File: src/dla_params.svh
// Grid size, walker margins, spawn offset, shift register lengths and seeds
`ifndef DLA_PARAMS_SVH
`define DLA_PARAMS_SVH

// Grid geometry, scaled-down display
`define DLA_GRID_W     64
`define DLA_GRID_H     64
`define DLA_X_BITS     6            // Column coordinate width
`define DLA_Y_BITS     6            // Row coordinate width

// Walker limits
// Lowest reachable coordinate. Highest is grid size minus 8
`define DLA_MARGIN     4
`define DLA_SPAWN_OFS  10           // Added to a 5-bit random field on spawn

// XOR shift registers
`define DLA_XR_BITS    31
`define DLA_YR_BITS    29

// Alternating ones and zeros, trimmed to length
`define DLA_XR_SEED    31'h5555_5555
`define DLA_YR_SEED    29'h1555_5555

`endif

File: src/dla_geom_pkg.sv
// Grid coordinate types and the cell address union
`default_nettype none

package dla_geom_pkg;

`include "dla_params.svh"

   // -------------------------------------------------------------------------
   // Coordinates
   // -------------------------------------------------------------------------
   typedef logic [`DLA_X_BITS-1:0] coord_x_t;   // Column, 0 at left
   typedef logic [`DLA_Y_BITS-1:0] coord_y_t;   // Row, 0 at top

   // -------------------------------------------------------------------------
   // Cell address
   // -------------------------------------------------------------------------
   // Walker side works in x/y, memory side in a flat index.
   // Row in the upper bits, so idx = y*64 + x
   typedef union packed
   {
      struct packed
      {
         coord_y_t y;                             // Row, upper bits
         coord_x_t x;                             // Column, lower bits
      } xy;
      logic [`DLA_X_BITS+`DLA_Y_BITS-1:0] idx;   // Flat memory index
   } cell_addr_u;

endpackage

`default_nettype wire

File: src/dla_ctrl_pkg.sv
// Grid operation codes, walker FSM states and the neighbour count type
`default_nettype none

package dla_ctrl_pkg;

   // Operations the walker can ask of the grid access unit
   typedef enum logic [1:0]
   {
      clear_all = 2'd0,   // Sweep every cell to zero
      probe     = 2'd1,   // Sum of the four neighbours
      set_cell  = 2'd2    // Write a one at addr
   } grid_op_t;

   // Walker FSM
   typedef enum logic [2:0]
   {
      clearing   = 3'd0,
      seeding    = 3'd1,
      probing    = 3'd2,
      stepping   = 3'd3,
      freezing   = 3'd4,
      spawning   = 3'd5,
      idle_pause = 3'd6
   } walk_state_t;

   typedef logic [2:0] nsum_t;   // 0 to 4 set neighbours

endpackage

`default_nettype wire

File: src/dla_ifs.sv
// Grid request interface and frame buffer port interface, with modports
`timescale 1ns/1ps
`default_nettype none

// ---------------------------------------------------------------------------
// Four-phase request from the walker to the grid access unit
// ---------------------------------------------------------------------------
interface grid_req_if;
   import dla_geom_pkg::*;
   import dla_ctrl_pkg::*;

   logic       req;    // Held until ack seen
   logic       ack;    // Held until req drops
   grid_op_t   op;     // Stable while req high
   cell_addr_u addr;   // Stable while req high
   nsum_t      sum;    // Probe result, valid with ack

   modport walker (output req, output op, output addr, input ack, input sum);
   modport access (input req, input op, input addr, output ack, output sum);
endinterface


`default_nettype wire

File: src/walker_ctrl.sv
// Walker FSM: clear, seed the centre, then probe, step, freeze and respawn
`timescale 1ns/1ps
`default_nettype none
`include "dla_params.svh"

module walker_ctrl (
   input  wire logic                    VGA_CTRL_CLK,
   input  wire logic                    reset,
   input  wire logic                    run,
   input  wire logic [`DLA_XR_BITS-1:0] xr,
   input  wire logic [`DLA_YR_BITS-1:0] yr,
   output logic                         step,      // Random words consumed
   grid_req_if.walker                   grid,
   output logic                         ready,     // Clear and seed done
   output logic                         stuck,     // Walker just frozen
   output dla_geom_pkg::coord_x_t       stuck_x,
   output dla_geom_pkg::coord_y_t       stuck_y
);
   import dla_geom_pkg::*;
   import dla_ctrl_pkg::*;

   // Walk limits and fixed positions
   localparam coord_x_t lo_x    = coord_x_t'(`DLA_MARGIN);
   localparam coord_x_t hi_x    = coord_x_t'(`DLA_GRID_W - 8);
   localparam coord_y_t lo_y    = coord_y_t'(`DLA_MARGIN);
   localparam coord_y_t hi_y    = coord_y_t'(`DLA_GRID_H - 8);
   localparam coord_x_t mid_x   = coord_x_t'(`DLA_GRID_W / 2);
   localparam coord_y_t mid_y   = coord_y_t'(`DLA_GRID_H / 2);
   localparam coord_x_t start_x = mid_x - 2'd2;   // First walker, just left of centre

   walk_state_t state;
   walk_state_t resume;    // Where to go after a pause
   coord_x_t    wx;        // Walker position
   coord_y_t    wy;
   coord_x_t    edge_pos;  // Spawn offset along an edge
   logic        hs_done;   // ack seen, req dropping now

   assign hs_done  = grid.req && grid.ack;
   assign edge_pos = {1'b0, xr[`DLA_XR_BITS-2 -: 5]} + coord_x_t'(`DLA_SPAWN_OFS);

   // Op follows state; state and position hold while req is high
   always_comb
   begin
      grid.op        = probe;
      grid.addr.xy.x = wx;
      grid.addr.xy.y = wy;
      case (state)
         clearing:          grid.op = clear_all;
         seeding, freezing: grid.op = set_cell;
         default: ;
      endcase
   end

   // ------------------------------------------------------------------------
   // FSM and handshake
   // ------------------------------------------------------------------------
   always_ff @(posedge VGA_CTRL_CLK)
   begin
      if (reset)
      begin
         state    <= clearing;
         resume   <= clearing;
         grid.req <= 1'b0;
         ready    <= 1'b0;
         stuck    <= 1'b0;
         step     <= 1'b0;
      end
      else
      begin
         stuck <= 1'b0;   // Single-cycle strobes
         step  <= 1'b0;
         case (state)
            stepping, spawning:
            begin
               step  <= 1'b1;   // Fresh random bits for next move
               state <= probing;
            end
            idle_pause:
               if (run)
                  state <= resume;
            default:   // States that issue a grid request
               if (!grid.req && !grid.ack)
               begin
                  if (run)
                     grid.req <= 1'b1;
                  else
                  begin
                     resume <= state;
                     state  <= idle_pause;
                  end
               end
               else if (hs_done)
               begin
                  grid.req <= 1'b0;
                  case (state)
                     clearing: state <= seeding;
                     seeding:
                     begin
                        ready <= 1'b1;   // Sticks until reset
                        state <= probing;
                     end
                     probing: state <= (grid.sum != '0) ? freezing : stepping;
                     default:   // freezing
                     begin
                        stuck <= 1'b1;
                        state <= spawning;
                     end
                  endcase
               end
         endcase
      end
   end

   // ------------------------------------------------------------------------
   // Walker position and frozen cell
   // ------------------------------------------------------------------------
   always_ff @(posedge VGA_CTRL_CLK)
   begin
      case (state)
         clearing:
            if (hs_done)   // Seed goes at the centre
            begin
               wx <= mid_x;
               wy <= mid_y;
            end
         seeding:
            if (hs_done)   // First walker near the top
            begin
               wx <= start_x;
               wy <= lo_y;
            end
         stepping:
         begin
            if (xr[`DLA_XR_BITS-1] && wx < hi_x)
               wx <= wx + 1'b1;
            else if (!xr[`DLA_XR_BITS-1] && wx > lo_x)
               wx <= wx - 1'b1;
            if (yr[`DLA_YR_BITS-1] && wy < hi_y)
               wy <= wy + 1'b1;
            else if (!yr[`DLA_YR_BITS-1] && wy > lo_y)
               wy <= wy - 1'b1;
         end
         freezing:
            if (hs_done)
            begin
               stuck_x <= wx;
               stuck_y <= wy;
            end
         spawning:
            if (xr[`DLA_XR_BITS-1])   // Top or bottom edge
            begin
               wx <= edge_pos;
               wy <= yr[`DLA_YR_BITS-1] ? hi_y : lo_y;
            end
            else   // Left or right edge
            begin
               wy <= coord_y_t'(edge_pos);
               wx <= yr[`DLA_YR_BITS-1] ? hi_x : lo_x;
            end
         default: ;
      endcase
   end

endmodule

`default_nettype wire

File: src/flat_wrapper.sv
// flat-port wrapper written by rule: the top's interface ports become plain ports
module walker_ctrl_flat import dla_geom_pkg::*; import dla_ctrl_pkg::*;
  (VGA_CTRL_CLK, reset, run, xr, yr, step, ready, stuck, stuck_x, stuck_y, grid_req, grid_op, grid_addr, grid_ack, grid_sum);
  grid_req_if grid_i ();
  input  wire logic VGA_CTRL_CLK;
  input  wire logic reset;
  input  wire logic run;
  input  wire logic [`DLA_XR_BITS-1:0] xr;
  input  wire logic [`DLA_YR_BITS-1:0] yr;
  output logic step;
  output logic ready;
  output logic stuck;
  output dla_geom_pkg::coord_x_t stuck_x;
  output dla_geom_pkg::coord_y_t stuck_y;
  output wire logic [$bits(grid_i.req)-1:0] grid_req;
  output wire logic [$bits(grid_i.op)-1:0] grid_op;
  output wire logic [$bits(grid_i.addr)-1:0] grid_addr;
  input wire logic [$bits(grid_i.ack)-1:0] grid_ack;
  input wire logic [$bits(grid_i.sum)-1:0] grid_sum;
  assign grid_req = grid_i.req;
  assign grid_op = grid_i.op;
  assign grid_addr = grid_i.addr;
  assign grid_i.ack = grid_ack;
  assign grid_i.sum = grid_sum;
  walker_ctrl u_core (.VGA_CTRL_CLK(VGA_CTRL_CLK), .reset(reset), .run(run), .xr(xr), .yr(yr), .step(step), .grid(grid_i), .ready(ready), .stuck(stuck), .stuck_x(stuck_x), .stuck_y(stuck_y));
endmodule
File: config.mk
export PLATFORM = sky130hd
export DESIGN_NAME = walker_ctrl_flat
export DESIGN_NICKNAME = d
export VERILOG_FILES = /design/src/dla_geom_pkg.sv /design/src/dla_ctrl_pkg.sv /design/src/dla_ifs.sv /design/src/walker_ctrl.sv /design/src/flat_wrapper.sv
export VERILOG_INCLUDE_DIRS = /design/src
export SDC_FILE = /design/constraint.sdc
export NUM_CORES = 1
export LEC_CHECK = 0
export BUFFER_PORTS_ARGS = -buffer_cell sky130_fd_sc_hd__buf_2
export CAP_MARGIN = 20
export CORE_MARGIN = 2
export CORE_UTILIZATION = 47
export DETAILED_ROUTE_END_ITERATION = 10
export MAX_ROUTING_LAYER = met4
export PLACE_DENSITY = 0.91
export REMOVE_ABC_BUFFERS = 1
export SYNTH_ARGS = -nofsm -noshare
export SYNTH_HDL_FRONTEND = slang
export SYNTH_SLANG_ARGS = --single-unit
File: constraint.sdc
create_clock -name VGA_CTRL_CLK -period 2.82 [get_ports VGA_CTRL_CLK]
set_clock_uncertainty 0.2 [all_clocks]
set_input_delay 0.564 -clock VGA_CTRL_CLK [delete_from_list [all_inputs] [get_ports VGA_CTRL_CLK]]
set_output_delay 0.564 -clock VGA_CTRL_CLK [all_outputs]
set_load 0.005 [all_outputs]
==> results.toml <==
[timing]
hold_viol = 0
post-route-min-period_ns = 2.42
min_period_over_period_pct = 85.9
grt_setup_unrepaired = "no"
whs_ns = 0.282
fin_ws_ns = 0.396
fmaxAchievable_mhz = 413
final_max_slew_viol_count = 0
setup_tns_ns = 0
finalSetupViolations = 0
timing.max_slew.rel_slack_pct = 53.4
tightestPinTransition_ns = 0.697

[placed_design]
dpl.cell_count = 312
hpwlAfterDp_um = 3490
gp_congestion = 0.855
i_o_buffers = 43
place_area_um2 = 2390
dp_worst_setup_slack_ns = 0.254

[synthesis]
synth.cells.most_frequent = "nor2_1 (26), edfxtp_1 (24), a21oi_1 (20)"
synth.largest_area_cell = "edfxtp_1"
synth_top_cell_area_share_pct = 33.7
synth.yosys.seq_area_share_pct = 43.1
ys_types = 49
synthesis.area_um2 = 2140
number_of_standard_cells_after_synthesis = 223
share_of_async_settable_or_async_resettable_flops_after_synthesis_pct = 0
synth_enable_flop_cells = 24
yosys_warnings = 0
synth.most_common_cell = "nor2_1"
synthFlopType = "edfxtp_1"
postSynthRegisterBits = 34
ys_top_cells_by_area = "edfxtp_1 (34%), dfxtp_1 (9.4%), ha_1 (6.4%)"
syn_area_per_cell_um2 = 9.58

[route]
vias = 1836
dr_drc_count = 0
vias_per_cell = 5.74
wl_per_cell_um = 14.5
antenna_left = 0
first_iter_violations = 145
drt_first_pass_iters = 4
wl_um = 4640

[clock_network]
clk_root_buffer_cell = "clkbuf_8"
ctsLongestPathBuffers = 2
tritoncts_clock_tree = "done"
clk-insertion-delay-late_ns = 0.29
post-cts-setup-buffers = 0
clkTransAtPathRegs_ns = 0.07
htree_num_levels = 2
post_cts_resize_count = 0
numCtsBuffers = 5
holdBufCountCts = 0
clock-sinks = 34

[min_path]
hold_path.class = "reg -> reg"

[global_routing]
globalRoute.totalOverflow = 0
grt_use_total_pct = 20.5
antenna_violations_before_repair = 0
grt_pass1_vias = 1769
wire_length_of_the_first_global_routing_pass_um = 8000
grt_max_degree = 19

[worst_setup_path]
critPathBufInv = 0
criticalPathCategory = "reg -> reg"
cp_top_family = "compound AO/OA/AOI/OAI gates"
timing.critical_path.fanout_max = 6
setup.worst_path.start_class = "flop"
timing.critical_path.required_ns = 2.63
endpoint_kind = "flop"
crit_slowest_cell = "edfxtp_1"
slowest_delay_ns = 0.47
cp_cell_sequence = "nand3_1, nand2_1, ha_1, a211oi_1, o21bai_1, a21oi_1, xor2_1, o211ai_1"
critPathArrivalTime_ns = 2.23

[layout]
final.fill_count = 366
final_util_pct = 56.8
diodes_inserted = 0
area_growth_syn_to_layout_pct = 15.8
regArea_um2 = 921
ratio_of_cells_with_drive_above_1_in_the_final_layout_pct = 23.1
design.final.nets = 347
final_design_area_no_fill_um2 = 2470
multi_input_comb_area_um2 = 1100
layoutNonFillerInstCount = 320

[power]
peakVddDrop_mv = 0.286
fin_total_pwr_mw = 1.57
leakagePower_nw = 1.02
pwr_density_nw_per_um2 = 635

[floorplan]
start_util_pct = 49.1
core_area_um2 = 4350
die_width_um = 71.4
placement_rows = 24
design.die.area_um2 = 5100
die_y_um = 71.4
ports = 97

[status]
status = "finished clean"

[run]
maxCapViolCount = 0
-- state kept, by name (all words and copies together), names as in the netlist --
name,cells
u_core.grid.req,1
u_core.step,1
u_core.stuck_y,6
u_core.wx,6
u_core.resume,3
u_core.wy,6
u_core.stuck,1
u_core.state,3
u_core.stuck_x,6
u_core.ready,1
-- cells in the final DEF (no fill, tap or decap), types with 2 or more instances in the layout --
cell / netlist / routed
buf_2: 1 / 43
nor2_1: 26 / 26
edfxtp_1: 24 / 24
a21oi_1: 20 / 20
nand2_1: 15 / 15
inv_1: 13 / 13
ha_1: 11 / 11
dfxtp_1: 10 / 10
o21ai_0: 8 / 8
a211oi_1: 7 / 7
nand3_1: 5 / 5
o21a_1: 5 / 5
xor2_1: 5 / 5
clkbuf_8: 0 / 5
buf_4: 4 / 5
nor3_1: 4 / 4
a21o_1: 4 / 4
o21ai_1: 4 / 4
mux2i_1: 4 / 4
nand2b_1: 3 / 3
nor2b_1: 3 / 3
and2_1: 3 / 3
nor4_1: 3 / 3
xnor2_1: 2 / 2
nand4b_1: 2 / 2
a21boi_0: 2 / 2
o32ai_1: 2 / 2
nor3b_1: 2 / 2
o21bai_1: 2 / 2
o211ai_1: 2 / 2
o2111ai_1: 2 / 2
a21oi_2: 2 / 2
fa_1: 2 / 2
-- per-layer routing --
layer / track usage [%] / wire length (um)
met1: 24.4 / 1930
met2: 34.3 / 2290
met3: 4.92 / 331
met4: 6.29 / 89
met5: - / 0
-- tightest hold or removal path, delay by kind of cell (launching register included) --
family	cells	cell delay [ns]
AND/OR/NAND/NOR	1	0.07
AO/OA/AOI/OAI	1	0.04
flip-flops	1	0.33
-- cell type report --
type	count	area share [%]
clock buffer	5	2.78
clock inverter	3	0.658
inverter	14	2.12
multi-input combinational	164	44.4
sequential	34	37.2
tap	52	2.63
timing repair buffer	48	10.2
-- path summary, 6_finish.rpt --
kind                     start            to  slack, ns  cells past startpoint
hold reg to reg   u_core.ready  u_core.ready       0.28                      2
setup reg to reg  u_core.wx[3]  u_core.wx[5]       0.40                      8
hold / removal    u_core.ready  u_core.ready       0.28                      2
setup / recovery  u_core.wx[3]  u_core.wx[5]       0.40                      8
-- power by group --
| part | leakage (nW) | total (mW) | internal [mW] | switching [mW] |
|---|---|---|---|---|
| registers | 0.302 | 0.688 | 0.606 | 0.0821 |
| logic | 0.674 | 0.533 | 0.233 | 0.301 |
| clock network | 0.0416 | 0.349 | 0.169 | 0.180 |
-- kinds of logic after synthesis --
family                   count (synthesis)  synth area share, %
flip-flops                              34                 43.1
buffers and inverters                   25                 5.51
adder cells (fa/ha/maj)                 13                 8.32
AO/OA/AOI/OAI                           67                 20.6
XOR/XNOR                                 8                 3.63
multiplexers                             4                 1.87
AND/OR/NAND/NOR                         72                 17.0
(Power assumes the default switching activity.)
