$ cat config.mk
export PLATFORM = sky130hd
export DESIGN_NAME = grid_access_flat
export DESIGN_NICKNAME = d
export VERILOG_FILES = /design/src/dla_geom_pkg.sv /design/src/dla_ctrl_pkg.sv /design/src/dla_ifs.sv /design/src/grid_access.sv /design/src/flat_wrapper.sv
export VERILOG_INCLUDE_DIRS = /design/src
export SDC_FILE = /design/constraint.sdc
export NUM_CORES = 1
export LEC_CHECK = 0
export BUFFER_PORTS_ARGS = -buffer_cell sky130_fd_sc_hd__buf_4
export CAP_MARGIN = 20
export CORE_MARGIN = 1.5
export CORE_UTILIZATION = 50
export CTS_BUF_LIST = sky130_fd_sc_hd__clkbuf_4
export CTS_CLUSTER_SIZE = 10
export DETAILED_ROUTE_END_ITERATION = 10
export PLACE_DENSITY = 0.74
export SETUP_SLACK_MARGIN = 0.05
export SYNTH_ARGS = -nofsm -noshare
export SYNTH_HDL_FRONTEND = slang
export SYNTH_SLANG_ARGS = --single-unit
export TNS_END_PERCENT = 100
$ cat constraint.sdc
create_clock -name VGA_CTRL_CLK -period 2.5 [get_ports VGA_CTRL_CLK]
set_clock_uncertainty 0.1 [all_clocks]
set_input_delay 0.25 -clock VGA_CTRL_CLK [delete_from_list [all_inputs] [get_ports VGA_CTRL_CLK]]
set_output_delay 0.25 -clock VGA_CTRL_CLK [all_outputs]
set_load 0.01 [all_outputs]
$ cat src/dla_params.svh
// Grid size, walker margins, spawn offset, shift register lengths and seeds
`ifndef DLA_PARAMS_SVH
`define DLA_PARAMS_SVH

// Grid geometry, scaled-down display
`define DLA_GRID_W     64
`define DLA_GRID_H     64
`define DLA_X_BITS     6            // Column coordinate width
`define DLA_Y_BITS     6            // Row coordinate width

// Walker limits
// Lowest reachable coordinate. Highest is grid size minus 8
`define DLA_MARGIN     4
`define DLA_SPAWN_OFS  10           // Added to a 5-bit random field on spawn

// XOR shift registers
`define DLA_XR_BITS    31
`define DLA_YR_BITS    29

// Alternating ones and zeros, trimmed to length
`define DLA_XR_SEED    31'h5555_5555
`define DLA_YR_SEED    29'h1555_5555

`endif

$ cat src/dla_geom_pkg.sv
// Grid coordinate types and the cell address union
`default_nettype none

package dla_geom_pkg;

`include "dla_params.svh"

   // -------------------------------------------------------------------------
   // Coordinates
   // -------------------------------------------------------------------------
   typedef logic [`DLA_X_BITS-1:0] coord_x_t;   // Column, 0 at left
   typedef logic [`DLA_Y_BITS-1:0] coord_y_t;   // Row, 0 at top

   // -------------------------------------------------------------------------
   // Cell address
   // -------------------------------------------------------------------------
   // Walker side works in x/y, memory side in a flat index.
   // Row in the upper bits, so idx = y*64 + x
   typedef union packed
   {
      struct packed
      {
         coord_y_t y;                             // Row, upper bits
         coord_x_t x;                             // Column, lower bits
      } xy;
      logic [`DLA_X_BITS+`DLA_Y_BITS-1:0] idx;   // Flat memory index
   } cell_addr_u;

endpackage

`default_nettype wire

$ cat src/dla_ctrl_pkg.sv
// Grid operation codes, walker FSM states and the neighbour count type
`default_nettype none

package dla_ctrl_pkg;

   // Operations the walker can ask of the grid access unit
   typedef enum logic [1:0]
   {
      clear_all = 2'd0,   // Sweep every cell to zero
      probe     = 2'd1,   // Sum of the four neighbours
      set_cell  = 2'd2    // Write a one at addr
   } grid_op_t;

   // Walker FSM
   typedef enum logic [2:0]
   {
      clearing   = 3'd0,
      seeding    = 3'd1,
      probing    = 3'd2,
      stepping   = 3'd3,
      freezing   = 3'd4,
      spawning   = 3'd5,
      idle_pause = 3'd6
   } walk_state_t;

   typedef logic [2:0] nsum_t;   // 0 to 4 set neighbours

endpackage

`default_nettype wire

$ cat src/dla_ifs.sv
// Grid request interface and frame buffer port interface, with modports
`timescale 1ns/1ps
`default_nettype none

// ---------------------------------------------------------------------------
// Four-phase request from the walker to the grid access unit
// ---------------------------------------------------------------------------
interface grid_req_if;
   import dla_geom_pkg::*;
   import dla_ctrl_pkg::*;

   logic       req;    // Held until ack seen
   logic       ack;    // Held until req drops
   grid_op_t   op;     // Stable while req high
   cell_addr_u addr;   // Stable while req high
   nsum_t      sum;    // Probe result, valid with ack

   modport walker (output req, output op, output addr, input ack, input sum);
   modport access (input req, input op, input addr, output ack, output sum);
endinterface

// ---------------------------------------------------------------------------
// Frame buffer write/read port, read data one cycle after raddr
// ---------------------------------------------------------------------------
interface buf_port_if;
   import dla_geom_pkg::*;

   cell_addr_u waddr;
   logic       wdata;
   logic       we;
   cell_addr_u raddr;
   logic       rdata;   // Registered in the memory

   modport master
   (
      output waddr, output wdata, output we, output raddr,
      input  rdata
   );
   modport memory
   (
      input  waddr, input wdata, input we, input raddr,
      output rdata
   );
endinterface

`default_nettype wire

$ cat src/grid_access.sv
// Grid access unit: clear sweep, four-neighbour probe and single cell write
`timescale 1ns/1ps
`default_nettype none

module grid_access (
   input wire logic     VGA_CTRL_CLK,
   input wire logic     reset,
   grid_req_if.access   grid,
   buf_port_if.master   mem
);
   import dla_geom_pkg::*;
   import dla_ctrl_pkg::*;

   // FSM encoding
   localparam logic [2:0] ga_idle  = 3'd0;
   localparam logic [2:0] ga_clear = 3'd1;   // Sweeping zeros
   localparam logic [2:0] ga_probe = 3'd2;   // Four reads in flight
   localparam logic [2:0] ga_write = 3'd3;   // Single set_cell write
   localparam logic [2:0] ga_ack   = 3'd4;   // Waiting for req to fall

   localparam logic [$bits(cell_addr_u)-1:0] clr_last = '1;

   logic [2:0] state;
   logic [2:0] phase;   // Probe pipeline step

   // Neighbour address: 0 left, 1 right, 2 up, 3 down
   function automatic cell_addr_u nbr_addr(input logic [1:0] sel, input cell_addr_u a);
      cell_addr_u n;
      n = a;
      case (sel)
         2'd0:    n.xy.x = a.xy.x - 1'b1;
         2'd1:    n.xy.x = a.xy.x + 1'b1;
         2'd2:    n.xy.y = a.xy.y - 1'b1;
         default: n.xy.y = a.xy.y + 1'b1;
      endcase
      return n;
   endfunction

   // ------------------------------------------------------------------------
   // Control: FSM, ack, write enable
   // ------------------------------------------------------------------------
   always_ff @(posedge VGA_CTRL_CLK)
   begin
      if (reset)
      begin
         state    <= ga_idle;
         phase    <= '0;
         grid.ack <= 1'b0;
         mem.we   <= 1'b0;
      end
      else
      begin
         case (state)
            ga_idle:
               if (grid.req)   // ack always low here
               begin
                  phase <= '0;
                  case (grid.op)
                     clear_all:
                     begin
                        mem.we <= 1'b1;
                        state  <= ga_clear;
                     end
                     probe: state <= ga_probe;
                     default:   // set_cell
                     begin
                        mem.we <= 1'b1;
                        state  <= ga_write;
                     end
                  endcase
               end
            ga_clear:
               // Last address goes out with ack, written on the next edge
               if (mem.waddr.idx == clr_last - 1'b1)
               begin
                  grid.ack <= 1'b1;
                  state    <= ga_ack;
               end
            ga_probe:
            begin
               phase <= phase + 1'b1;
               if (phase == 3'd4)   // Lower neighbour summed this edge
               begin
                  grid.ack <= 1'b1;
                  state    <= ga_ack;
               end
            end
            ga_write:
            begin
               mem.we   <= 1'b0;   // Cell written this edge
               grid.ack <= 1'b1;
               state    <= ga_ack;
            end
            default:   // ga_ack
            begin
               mem.we <= 1'b0;
               if (!grid.req)
               begin
                  grid.ack <= 1'b0;
                  state    <= ga_idle;
               end
            end
         endcase
      end
   end

   // ------------------------------------------------------------------------
   // Datapath: addresses, write data, neighbour sum
   // ------------------------------------------------------------------------
   always_ff @(posedge VGA_CTRL_CLK)
   begin
      case (state)
         ga_idle:
         begin
            grid.sum  <= '0;
            mem.wdata <= (grid.op == set_cell);   // Zero for the sweep
            mem.raddr <= nbr_addr(2'd0, grid.addr);   // Left first
            if (grid.op == clear_all)
               mem.waddr.idx <= '0;
            else
               mem.waddr <= grid.addr;
         end
         ga_clear: mem.waddr.idx <= mem.waddr.idx + 1'b1;
         ga_probe:
         begin
            if (phase < 3'd3)
               mem.raddr <= nbr_addr(phase[1:0] + 2'd1, grid.addr);
            if (phase != 3'd0)   // Data lags address by one
               grid.sum <= grid.sum + nsum_t'(mem.rdata);
         end
         default: ;
      endcase
   end

endmodule

`default_nettype wire

$ cat src/flat_wrapper.sv
// flat-port wrapper written by rule: the top's interface ports become plain ports
module grid_access_flat import dla_geom_pkg::*; import dla_ctrl_pkg::*;
  (VGA_CTRL_CLK, reset, grid_req, grid_op, grid_addr, grid_ack, grid_sum, mem_waddr, mem_wdata, mem_we, mem_raddr, mem_rdata);
  grid_req_if grid_i ();
  buf_port_if mem_i ();
  input wire logic VGA_CTRL_CLK;
  input wire logic reset;
  input wire logic [$bits(grid_i.req)-1:0] grid_req;
  input wire logic [$bits(grid_i.op)-1:0] grid_op;
  input wire logic [$bits(grid_i.addr)-1:0] grid_addr;
  output wire logic [$bits(grid_i.ack)-1:0] grid_ack;
  output wire logic [$bits(grid_i.sum)-1:0] grid_sum;
  output wire logic [$bits(mem_i.waddr)-1:0] mem_waddr;
  output wire logic [$bits(mem_i.wdata)-1:0] mem_wdata;
  output wire logic [$bits(mem_i.we)-1:0] mem_we;
  output wire logic [$bits(mem_i.raddr)-1:0] mem_raddr;
  input wire logic [$bits(mem_i.rdata)-1:0] mem_rdata;
  assign grid_i.req = grid_req;
  assign grid_i.op = grid_op;
  assign grid_i.addr = grid_addr;
  assign grid_ack = grid_i.ack;
  assign grid_sum = grid_i.sum;
  assign mem_waddr = mem_i.waddr;
  assign mem_wdata = mem_i.wdata;
  assign mem_we = mem_i.we;
  assign mem_raddr = mem_i.raddr;
  assign mem_i.rdata = mem_rdata;
  grid_access u_core (.VGA_CTRL_CLK(VGA_CTRL_CLK), .reset(reset), .grid(grid_i), .mem(mem_i));
endmodule
==> flow_summary.toml <==
[status]
status = "finished clean"

[clock_tree]
clkTransAtPathRegs_ps = 110
cts_htree_levels = 2
cts_tree = "built"
clock-root-buffer = "clkbuf_4"
cts_buffer_depth = 2
cts_made_buffers = 5
postCtsSetupBuffers = 0
clk_latency_ps = 350
postCtsHoldBufs = 0
cts_resized = 0
cts_sinks = 36

[final_layout]
final_util_pct = 61.1
antenna_cells = 0
final_cell_area_um2 = 2870
num-fill-cells = 417
nets = 330
syn_to_final_growth_pct = 18.3
drive_above_1_share_pct = 23.9
fin_cells = 355

[logic_synthesis]
synth.distinct_cells = 57
syn_area_um2 = 2420
synth_area_leader_cell = "edfxtp_1"
ys.flop_type = "edfxtp_1"
synthCells = 256
ys_ff_latch = 36
ys_seq_area_share_pct = 41.3
ys_async_sr_fraction_pct = 0
syn_nets = 286
yosys-top-cells-area = "edfxtp_1 (35%), dfxtp_1 (6.6%), ha_1 (6.2%)"
synth_top_area_share_pct = 34.7
yosysWarningCount = 0
synth_edf_count = 28
syn_avg_cell_area_um2 = 9.46

[power_and_ir_drop]
leakage_nw = 1.16
power_switching_mw = 1.30
clkPwrFrac_pct = 10.2
internal_power_mw = 1.90
combPwrFrac_pct = 49.9
power.density_nw_per_um2 = 1120
power_mw = 3.20
irDropWorstVdd_mv = 0.661
seq_power_share_pct = 39.9
netSwitchingFraction_pct = 40.6

[setup_path]
cpPeakStageDelay_ps = 390
regToRegEndpoint = "u_core.mem.raddr[4]"
path_cells = "inv_1 -> ha_1 -> nand4bb_1 -> buf_4 -> o21ai_0 -> a22oi_1 -> o21ai_0"
path_class = "register to register"
r2r_start = "u_core.phase[0]"
rrSetupSlack_ps = 450
critPathTopFamily = "compound AO/OA/AOI/OAI gates"
critPathBufInv = 2
required_ps = 2490
cp-end-kind = "register"
critPathArrivalTime_ps = 2040
crit_slowest_cell = "dfxtp_1"
path_common_cell = "o21ai_0"
reg2reg_depth = 7
cp_max_fo = 5
startpoint_type = "register"

[timing]
setup-violations-final = 0
slew_violations = 0
max_slew_margin_pct = 57.3
grt_setup_unrepaired = "no"
period_needed_ps = 2050
worst_pin_slew_ps = 639
whs_ps = 21.3
clock.fmax_mhz = 488
setup_ws_ps = 449
layout_worst_path_cycle_share_pct = 82.0
hold_viol = 0
setup-tns-final_ps = 0

[die]
dieHeight_um = 72.6
start_util_pct = 51.6
rows = 25
die_x_um = 72.6
coreArea_um2 = 4690
die_area_um2 = 5270
pin_count = 48

[grt]
grt_pass1_wl_mm = 9.23
grt_pass1_vias = 1999
track_usage_pct = 22.3
grt_start_max_net_pins = 25
antenna_found_initial = 0
overflow = 0

[place]
place.gp.congestion = 0.882
placed_area_um2 = 2810
hpwl_mm = 3.92
port_buffers = 47
dp_cells = 347
place_ws_ps = 466

[routing]
final_antenna_net_count = 0
wl_per_cell_um = 15.3
vias_per_cell = 5.79
drc_errors = 0
wl_met1_mm = 2.45
dr_wl_met3_um = 243
wirelength_mm = 5.41
drt_iter0_drc = 198
firstDrtPassIters = 4
vias = 2057
wl_met2_mm = 2.68
top_layer = "met4"

[hold_path]
whs_path_depth = 2
hp-start = "reset"
holdPathEnd = "u_core.state[0]"
hold_path_class = "input pin to register"

[job]
drv_cap = 0
## layout by cell type (no fill, tap or decap), types with 2 or more instances in the layout
master,instances
a211o_1,3
a211oi_1,3
a21boi_0,2
a21oi_1,10
a31oi_1,5
and2_1,2
and3_1,3
buf_4,54
clkbuf_4,7
dfxtp_1,8
edfxtp_1,28
ha_1,12
inv_1,12
nand2_1,15
nand3_1,20
nand4_1,3
nor2_1,15
nor2b_1,5
nor3_1,10
nor3b_1,5
o21ai_0,23
o31ai_1,2
or2_2,2
xnor2_1,10
xor2_1,12
## power groups by stage
stage | Clock (mW) | Sequential, mW | Combinational (mW)
floorplan | 0 | 1.34 | 0.920
global route | 0.353 | 1.32 | 1.78
detailed placement | 0 | 1.29 | 1.60
CTS | 0.333 | 1.28 | 1.61
finish | 0.328 | 1.28 | 1.60
global placement | 0 | 1.29 | 1.57
## cells in the mapped netlist, types with 3 or more instances
cell type	number
dfxtp_1	8
xnor2_1	10
a21oi_1	10
buf_1	3
inv_1	12
nand2_1	15
nor2b_1	5
o21ai_0	23
nor2_1	15
and3_1	3
edfxtp_1	28
clkbuf_1	9
nor3b_1	5
nand3_1	20
xor2_1	12
nand4_1	3
ha_1	12
a211o_1	3
nor3_1	10
a211oi_1	3
a31oi_1	5
## layout make-up
class | instances | area (um^2) | area share (%)
Clock buffer | 7 | 52.6 | 1.83
Sequential cell | 36 | 1000 | 34.9
Tap cell | 54 | 67.6 | 2.36
Clock inverter | 1 | 3.75 | 0.131
Inverter | 12 | 45.0 | 1.57
Multi-Input combinational cell | 191 | 1290 | 45.0
Timing Repair Buffer | 54 | 405 | 14.1
## logic make-up after synthesis
kind of cell / Yosys count / synth area share, %
AND/OR/NAND/NOR: 91 / 20.5
buffers and inverters: 29 / 5.37
flip-flops: 36 / 41.3
AO/OA/AOI/OAI: 65 / 18.1
multiplexers: 1 / 0.465
adder cells (fa/ha/maj): 12 / 6.20
XOR/XNOR: 22 / 7.96
## worst register-to-register path, stage by stage, from the launching register on
cell and delay, ps:
dfxtp_1 390, inv_1 120, ha_1 330, nand4bb_1 270
buf_4 190, o21ai_0 80, a22oi_1 210, o21ai_0 110
## per-layer routing
layer	up-vias	GRT usage, %
li1	1034	-
met1	958	29.4
met2	61	36.9
met3	4	3.31
met4	0	8.60
met5	-	0
## how the worst max path moves through the flow
| stage | start | end | cells past startpoint |
|---|---|---|---|
| final | u_core.phase[0] | u_core.mem.raddr[4] | 7 |
| after global routing | u_core.phase[0] | u_core.mem.raddr[4] | 7 |
| after CTS | u_core.phase[0] | u_core.mem.raddr[4] | 7 |
| after detailed placement | u_core.phase[1] | u_core.mem.raddr[10] | 8 |
| after global placement | u_core.phase[0] | u_core.mem.raddr[3] | 6 |
| after floorplan | u_core.phase[1] | u_core.mem.raddr[10] | 9 |
## state kept, by name (all words and copies together) (netlist names)
register          count
u_core.state          3
u_core.phase          3
u_core.mem.wdata      1
u_core.grid.sum       3
u_core.grid.ack       1
u_core.mem.we         1
u_core.mem.waddr     12
u_core.mem.raddr     12
Power figures use the tool's default switching activity.
