File: src/dla_params.svh
// Grid size, walker margins, spawn offset, shift register lengths and seeds
`ifndef DLA_PARAMS_SVH
`define DLA_PARAMS_SVH

// Grid geometry, scaled-down display
`define DLA_GRID_W     64
`define DLA_GRID_H     64
`define DLA_X_BITS     6            // Column coordinate width
`define DLA_Y_BITS     6            // Row coordinate width

// Walker limits
// Lowest reachable coordinate. Highest is grid size minus 8
`define DLA_MARGIN     4
`define DLA_SPAWN_OFS  10           // Added to a 5-bit random field on spawn

// XOR shift registers
`define DLA_XR_BITS    31
`define DLA_YR_BITS    29

// Alternating ones and zeros, trimmed to length
`define DLA_XR_SEED    31'h5555_5555
`define DLA_YR_SEED    29'h1555_5555

`endif

File: src/random_source.sv
// Pair of XOR shift registers feeding the walker direction and spawn position
`timescale 1ns/1ps
`default_nettype none
`include "dla_params.svh"

module random_source (
   input  wire logic                    VGA_CTRL_CLK,
   input  wire logic                    reset,
   input  wire logic                    step,   // Walker consumed the values
   input  wire logic                    run,    // Low while paused
   output logic [`DLA_XR_BITS-1:0]      xr,
   output logic [`DLA_YR_BITS-1:0]      yr
);

   logic x_fb;   // Feedback bits
   logic y_fb;

   // Taps at 27/30 and 26/28
   assign x_fb = xr[27] ^ xr[`DLA_XR_BITS-1];
   assign y_fb = yr[26] ^ yr[`DLA_YR_BITS-1];

   always_ff @(posedge VGA_CTRL_CLK)
   begin
      if (reset)
      begin
         xr <= `DLA_XR_SEED;
         yr <= `DLA_YR_SEED;
      end
      // Free-running while paused, so a pause reshapes the pattern
      else if (step || !run)
      begin
         xr <= {xr[`DLA_XR_BITS-2:0], x_fb};   // Shift left, fb in at LSB
         yr <= {yr[`DLA_YR_BITS-2:0], y_fb};
      end
   end

endmodule

`default_nettype wire

File: config.mk
export PLATFORM = sky130hd
export DESIGN_NAME = random_source
export DESIGN_NICKNAME = d
export VERILOG_FILES = /design/src/random_source.sv
export VERILOG_INCLUDE_DIRS = /design/src
export SDC_FILE = /design/constraint.sdc
export NUM_CORES = 1
export LEC_CHECK = 0
export CAP_MARGIN = 20
export CORE_AREA = 2 2 105 67
export CTS_BUF_LIST = sky130_fd_sc_hd__clkbuf_8
export CTS_CLUSTER_SIZE = 40
export DETAILED_ROUTE_END_ITERATION = 10
export DIE_AREA = 0 0 107 69
export DONT_BUFFER_PORTS = 1
export SLEW_MARGIN = 20
export SYNTH_ARGS = -nofsm -noshare
export SYNTH_HDL_FRONTEND = slang
export SYNTH_SLANG_ARGS = --single-unit
File: constraint.sdc
create_clock -name VGA_CTRL_CLK -period 0.8 [get_ports VGA_CTRL_CLK]
set_input_delay 0.04 -clock VGA_CTRL_CLK [delete_from_list [all_inputs] [get_ports VGA_CTRL_CLK]]
set_output_delay 0.04 -clock VGA_CTRL_CLK [all_outputs]
set_load 0.005 [all_outputs]
==> impl_metrics.yaml, run 1 <==
logic_synthesis:
  synth-edff-count: 0
  ys_ff_latch: 60
  avgSynthCellArea_um2: 8.25
  yosysMostFrequentCell: "nand2_1"
  syn-num-nets: 268
  synth_ff_type: "dfxtp_1"
  synth_area_leaders: "dfxtp_1 (55%), nand2_1 (20%), nand3b_1 (10%), a21oi_1 (7.1%), buf_2 (2.3%)"
  ys_seq_area_share_pct: 55.2
  ys_top_cells_by_count: "nand2_1 (116), dfxtp_1 (60), a21oi_1 (31), nand3b_1 (29), buf_2 (10)"
  syn_inst: 264
  synth_top_area_cell: "dfxtp_1"
  synth_top_cell_area_share_pct: 55.2
  ys_types: 13
  synthArstFlopShare_pct: 0
  netlist_area_um2: 2180
  yosys_warnings: 0
setup_path:
  crit_arrival_ps: 770
  crit_buf_inv: 1
  worstPathCellList: "buf_6"
  path_class: "register to output pin"
  crit_fanout: 2
  required_ps: 760
  critPathSlowestCell: "dfxtp_2"
  crit_family: "flip-flops"
  endpoint_kind: "output pin"
  cp-start-kind: "register"
  slowest_delay_ps: 330
status:
  violations: "hold timing, setup timing"
  status: "complete, but fails checks"
pwr:
  power_mw: 6.66
  ir_drop_v: 0.000872
  leakage_nw: 1.06
  powerDensity_nw_per_um2: 2610
routing:
  vias_per_cell: 4.76
  num_vias: 1699
  drt_iter0_drc: 185
  antenna_left: 0
  drc: 0
  wl_per_cell_um: 13.4
  wirelength_um: 4790
  drt_first_pass_iters: 6
sta:
  min_period_ps: 807
  maxSlewHeadroom_pct: 84.9
  whs_ps: -226
  finalSetupViolations: 3
  finalHoldViolCount: 60
  rsz0062_at_grt: "yes"
  fin_crit_sh_pct: 101
  max_freq_mhz: 1240
  skew_ps: 8.89
  drv_slew: 0
  setup_ws_ps: -6.64
  worstMarginPinSlew_ps: 226
cells_and_area:
  area_growth_pct: 17.4
  finish.utilization_pct: 39.8
  fin_nets: 269
  fill_cells: 662
  layout-drive-gt1-share_pct: 22.6
  diodes: 0
  final_cell_area_um2: 2550
cts:
  cts_buffers: 9
  cts_root_buf: "clkbuf_8"
  cts_tree: "yes"
  clock_latency_ps: 330
  clock-sinks: 60
  clkSlewWorstSetupHoldPaths_ps: 70
  clockBufferDepth: 2
  htreeDepth: 3
grt:
  grt_max_degree: 62
  grt_overflow: 0
  grt_pass1_vias: 1622
  gr-usage-all-layers_pct: 13.9
  grt_pass1_wl_um: 8050
  antenna_found_initial: 0
place:
  dp_hpwl_um: 3030
  portBuffers: 0
  dp_slack_ps: 38.5
  gp_congestion: 0.670
  placed_area_um2: 2270
floorplanning:
  die_area_um2: 7380
  rows: 23
  io_pins: 64
  coreArea_um2: 6420
  die_width_um: 107
  die-height_um: 69
  start_util_pct: 33.9
run:
  cap_viol_max_count: 0
hold_path:
  hp-class: "input pin to register"
==> metrics by stage <==
stage,setup TNS [ps],hold slack [ps],cells
after floorplan,0,342,264
after global placement,0,113,338
after detailed placement,0,115,338
after CTS,-61.4,-248,357
after global routing,-188,-266,357
final,-12.6,-226,357
==> worst paths after layout <==
path | endpoint | from | slack, ps | cells past startpoint
worst max-delay path | xr[30] | xr[30] | -7 | 1
worst min-delay path | yr[3] | reset | -230 | 1
worst max register to register | yr[0] | yr[28] | 30 | 3
worst min register to register | xr[17] | xr[17] | 470 | 2
==> sequential cells by signal, summed over array words and instances, names as in the netlist <==
| name | flops |
|---|---|
| xr | 31 |
| yr | 29 |
==> cell type report <==
cell class,instances,area [um2],area share [%]
sequential,60,1240,48.6
multi-input combinational,183,886,34.7
clock buffer,9,124,4.85
timing repair buffer,11,135,5.29
tap,87,109,4.26
clock inverter,7,58.8,2.30
==> layout by cell type (no fill, tap or decap), types with 3 or more instances in the layout <==
master	instances
nand2_1	116
dfxtp_1	31
a21oi_1	30
nand3b_1	29
dfxtp_2	27
clkbuf_8	9
clkinv_2	5
buf_6	4
buf_4	4
buf_12	3
==> routing by layer <==
layer | wire length (um) | share of wire, % | vias to the layer above | global-route usage [%]
met1 | 2290 | 48 | 788 | 16.8
li1 | - | - | 844 | -
met3 | 481 | 10 | 8 | 9.27
met2 | 1950 | 41 | 59 | 19.2
met5 | 0 | 0 | - | 0
met4 | 68 | 1.4 | 0 | 6.06
==> power by group <==
group / leakage [nW] / internal (mW) / switching [mW]
combinational: 0.456 / 0.284 / 0.275
sequential: 0.504 / 3.29 / 0.280
clock: 0.104 / 1.40 / 1.13
==> what timing repair did <==
item / CTS / global route
pin swaps: 0 / 2
setup endpoints to repair: 5 / 32
setup buffers: 3 / 0
gates resized for setup: 9 / 30
cloned: 0 / 0
hold endpoints to repair: 60 / 60
==> cell families (layout without fill, tap and decap cells) <==
family                    after synthesis  in the layout  synth area share [%]
AOI/OAI and AO/OA                      31             31                  7.13
buffers and inverters                  21             27                  5.57
and+or+nand+nor                       150            150                  31.3
DFF                                    60             60                  55.2
xor gates and xnor gates                2              2                 0.805
Note: power is estimated with default switching activity, not from simulation.
==> run 2, diff against run 1 <==
- TNS_END_PERCENT: default -> 10
==> run 2 against run 1 <==
- the run still ends with hold timing, setup timing left
- cell count stayed put
- global-route usage stayed put
- sequential cell count unchanged
- non-clock buffer count stayed put
- maximum frequency about the same
- critical endpoint unchanged
- largest power group unchanged
- highest routed layer unchanged
==> impl_metrics.yaml, run 2 (synthesis results as in run 1) <==
status:
  status: "complete, but fails checks"
  violations: "hold timing, setup timing"
pwr:
  pwr-share-seq_pct: 53.6
  powerDensity_nw_per_um2: 2620
  clkPwrFrac_pct: 38.1
  switchingPower_mw: 1.69
  leakage_nw: 1.06
  swShare_pct: 25.4
  p_int_mw: 4.97
  p_comb_share_pct: 8.3
  ir_drop_v: 0.000871
sta:
  min_period_ps: 806
  skew_ps: 9.07
  finalHoldViolCount: 60
  rsz0062_at_grt: "yes"
  setup_ws_ps: -6.46
  worstMarginPinSlew_ps: 214
  whs_ps: -228
  drv_slew: 0
  maxSlewHeadroom_pct: 85.6
  fin_crit_sh_pct: 101
  setup_tns_ps: -10.9
  max_freq_mhz: 1240
  finalSetupViolations: 2
setup_path:
  endpoint_kind: "output pin"
  r2r-start: "yr[28]"
  path_class: "register to output pin"
  r2r_setup_slack_ps: 30
  cp-start-kind: "register"
  crit_buf_inv: 1
  crit_fanout: 2
  critPathSlowestCell: "dfxtp_2"
  crit_arrival_ps: 770
  required_ps: 760
  worstPathCellList: "buf_6"
  crit_family: "flip-flops"
  slowest_delay_ps: 330
  crit_start: "xr[30]"
routing:
  wl_per_cell_um: 13.4
  drt_first_pass_iters: 6
  drt_iter0_drc: 145
  antenna_left: 0
  num_vias: 1696
  wirelength_um: 4790
  drc: 0
  vias_per_cell: 4.75
floorplanning:
  io_pins: 64
  die_width_um: 107
  coreArea_um2: 6420
  start_util_pct: 33.9
  die-height_um: 69
  rows: 23
  die_area_um2: 7380
cts:
  cts_root_buf: "clkbuf_8"
  clock-sinks: 60
  clockBufferDepth: 2
  clkSlewWorstSetupHoldPaths_ps: 70
  cts_tree: "yes"
  cts_buffers: 9
  htreeDepth: 3
  clock_latency_ps: 330
place:
  placed_area_um2: 2270
  gp_congestion: 0.670
  dp_hpwl_um: 3030
  portBuffers: 0
  dp_slack_ps: 38.5
hold_path:
  hold_path_startpoint: "reset"
  hp-class: "input pin to register"
cells_and_area:
  mostFrequentLayoutCells: "nand2_1 (116), dfxtp_1 (31), a21oi_1 (30)"
  diodes: 0
  regMostFlops: "xr"
  fin_nets: 269
  largest_reg_flops: 31
  reg_top3: "xr (31), yr (29)"
  regArea_um2: 1240
  fill_cells: 662
  final_cell_area_um2: 2550
  area_growth_pct: 17.0
  layout-drive-gt1-share_pct: 22.2
  final_common_cell: "nand2_1"
  multi_input_area_um2: 881
run:
  cap_viol_max_count: 0
grt:
  grt_pass1_vias: 1622
  grt_overflow: 0
  grt_max_degree: 62
  antenna_found_initial: 0
  grt_pass1_wl_um: 8050
  gr-usage-all-layers_pct: 13.9
==> run 2: power by group through the flow <==
stage | Combinational [mW] | Sequential, mW | Clock, mW
2_1_floorplan | 0.439 | 3.54 | 0
5_1_grt | 0.643 | 3.62 | 2.79
4_1_cts | 0.550 | 3.55 | 2.61
6_report | 0.555 | 3.57 | 2.54
3_5_place_dp | 0.507 | 3.62 | 0
3_3_place_gp | 0.487 | 3.61 | 0
==> run 2: layout make-up <==
cell class,instances,area share [%]
Multi-Input combinational cell,183,34.6
Clock inverter,7,2.31
Sequential cell,60,48.8
Tap cell,87,4.28
Clock buffer,9,4.86
Timing Repair Buffer,11,5.16
==> run 2: path summary, 6_finish.rpt <==
kind	cells after the start	to
max	1	xr[30]
min	1	yr[3]
max reg2reg	3	yr[0]
min reg2reg	2	xr[17]
==> run 2: routing by layer <==
metal,track usage (%),part of all wire [%]
met5,0,0
met4,6.06,1.3
met3,9.27,11
met2,19.2,40
met1,16.8,48
==> run 2: metrics by stage <==
stage / hold slack [ps] / utilization [%] / cells / total power [mW]
6_report: -228 / 39.7 / 357 / 6.66
5_1_grt: -266 / 39.7 / 357 / 7.05
4_1_cts: -248 / 39.0 / 357 / 6.71
3_5_place_dp: 115 / 35.4 / 338 / 4.12
3_3_place_gp: 113 / 35.4 / 338 / 4.10
2_1_floorplan: 342 / - / 264 / 3.97
==> run 2: repair_timing <==
item	CTS	global route
gates resized for setup	9	28
setup endpoints to repair	5	32
pin swaps	0	2
setup buffers	3	0
cloned	0	0
hold endpoints to repair	60	60
==> run 3, diff against run 2 <==
- REMOVE_ABC_BUFFERS: default -> 1
==> run 3 against run 2 <==
- the run still ends with hold timing, setup timing left
- non-clock buffer count did not move
- setup slack improved by 2.6 ps
- register-to-register slack barely moved
==> impl_metrics.yaml, run 3 (synthesis results as in run 1) <==
status:
  status: "complete, but fails checks"
  violations: "hold timing, setup timing"
setup_path:
  worstPathCellList: "buf_6"
  r2r-end: "xr[0]"
  reg2regPathDepth: 3
  required_ps: 760
  slowest_delay_ps: 330
  crit_family: "flip-flops"
  endpoint_kind: "output pin"
  r2r-start: "xr[30]"
  crit_buf_inv: 1
  critPathSlowestCell: "dfxtp_2"
  cp-start-kind: "register"
  r2r_setup_slack_ps: 20
  path_class: "register to output pin"
  crit_arrival_ps: 760
  crit_fanout: 2
hold_path:
  hp-class: "input pin to register"
  holdPathEnd: "xr[13]"
  hold_path_depth: 1
  hold_path_startpoint: "reset"
sta:
  finalHoldViolCount: 60
  setup_ws_ps: -3.89
  skew_ps: 8.53
  finalSetupViolations: 2
  fin_crit_sh_pct: 100
  rsz0062_at_grt: "yes"
  worstMarginPinSlew_ps: 231
  maxSlewHeadroom_pct: 84.6
  whs_ps: -238
  max_freq_mhz: 1240
  drv_slew: 0
  min_period_ps: 804
routing:
  drc: 0
  wirelength_um: 4840
  drt_first_pass_iters: 4
  vias_per_cell: 4.66
  num_vias: 1663
  wl_per_cell_um: 13.5
  drt_iter0_drc: 110
  antenna_left: 0
pwr:
  p_comb_share_pct: 8.2
  power_mw: 6.55
  clkPwrFrac_pct: 37.2
  powerDensity_nw_per_um2: 2600
  p_int_mw: 4.91
  switchingPower_mw: 1.65
  swShare_pct: 25.1
  ir_drop_v: 0.000889
  pwr-share-seq_pct: 54.7
  leakage_nw: 1.05
floorplanning:
  die_width_um: 107
  start_util_pct: 33.9
  rows: 23
  coreArea_um2: 6420
  die_area_um2: 7380
  io_pins: 64
  die-height_um: 69
cts:
  clock-sinks: 60
  htreeDepth: 3
  cts_tree: "yes"
  cts_buffers: 9
  clock_latency_ps: 330
  clockBufferDepth: 2
  clkSlewWorstSetupHoldPaths_ps: 70
  cts_root_buf: "clkbuf_8"
run:
  cap_viol_max_count: 0
cells_and_area:
  mostFrequentLayoutCells: "nand2_1 (116), dfxtp_2 (34), a21oi_1 (31)"
  finish.utilization_pct: 39.3
  fill_cells: 653
  reg_top3: "xr (31), yr (29)"
  final_common_cell: "nand2_1"
  regMostFlops: "xr"
  area_growth_pct: 15.9
  largest_reg_flops: 31
  regArea_um2: 1240
  multi_input_area_um2: 870
  fin_nets: 269
  layout-drive-gt1-share_pct: 22.6
  diodes: 0
grt:
  grt_overflow: 0
  grt_pass1_vias: 1605
  gr-usage-all-layers_pct: 14.5
  grt_max_degree: 62
  antenna_found_initial: 0
  grt_pass1_wl_um: 8230
place:
  gp_congestion: 0.680
  portBuffers: 0
  dp_hpwl_um: 3000
## run 3: changes by cell type in the layout (fill, tap and decap cells not counted), sizes merged
| cell | before | now |
|---|---|---|
| clkinv | 5 | 1 |
| clkbuf | 9 | 12 |
| inv | 1 | 3 |
| bufinv | 1 | 0 |
## run 3: per-stage QoR
stage	cells	setup slack, ps	cell area, um2	setup TNS (ps)
6_report	357	-3.89	2520	-6.73
5_1_grt	357	-59.5	2520	-181
4_1_cts	357	-24.3	2480	-67.7
3_5_place_dp	338	52.2	2260	0
3_3_place_gp	338	45.9	2260	0
2_1_floorplan	243	-734	2060	-41000
## run 3: worst max-delay path by stage
stage,start,end,depth (start not counted)
after floorplan,run,xr[0],3
after global placement,yr[26],yr[0],2
after detailed placement,yr[26],yr[0],2
after CTS,xr[27],xr[27],1
after global routing,xr[27],xr[27],1
final,xr[27],xr[27],1
## run 3: layout make-up
| class | count | share of cell area [%] |
|---|---|---|
| flip-flops and latches | 60 | 49.3 |
| multi-input cells | 183 | 34.5 |
| clock buffers | 12 | 6.55 |
| repair buffers | 11 | 4.71 |
| well taps | 87 | 4.32 |
| clock inverters | 4 | 0.645 |
## run 3: repair_timing
action | CTS | global route
endpoints found under the setup margin | 4 | 34
buffers inserted | 3 | 0
endpoints found under the hold margin | 60 | 60
resized for setup | 7 | 31
## run 3: power by group through the flow
stage          registers, mW  clock network (mW)  logic [mW]
2_1_floorplan           3.54                   0       0.368
6_report                3.58                2.44       0.535
3_5_place_dp            3.62                   0       0.496
4_1_cts                 3.55                2.52       0.531
3_3_place_gp            3.62                   0       0.475
5_1_grt                 3.62                2.71       0.630
## run 3: layer usage
layer / global-route usage, % / part of all wire, %
met4: 3.46 / 0.45
met3: 12.1 / 13
met5: 0 / 0
met1: 18.0 / 48
met2: 18.8 / 39
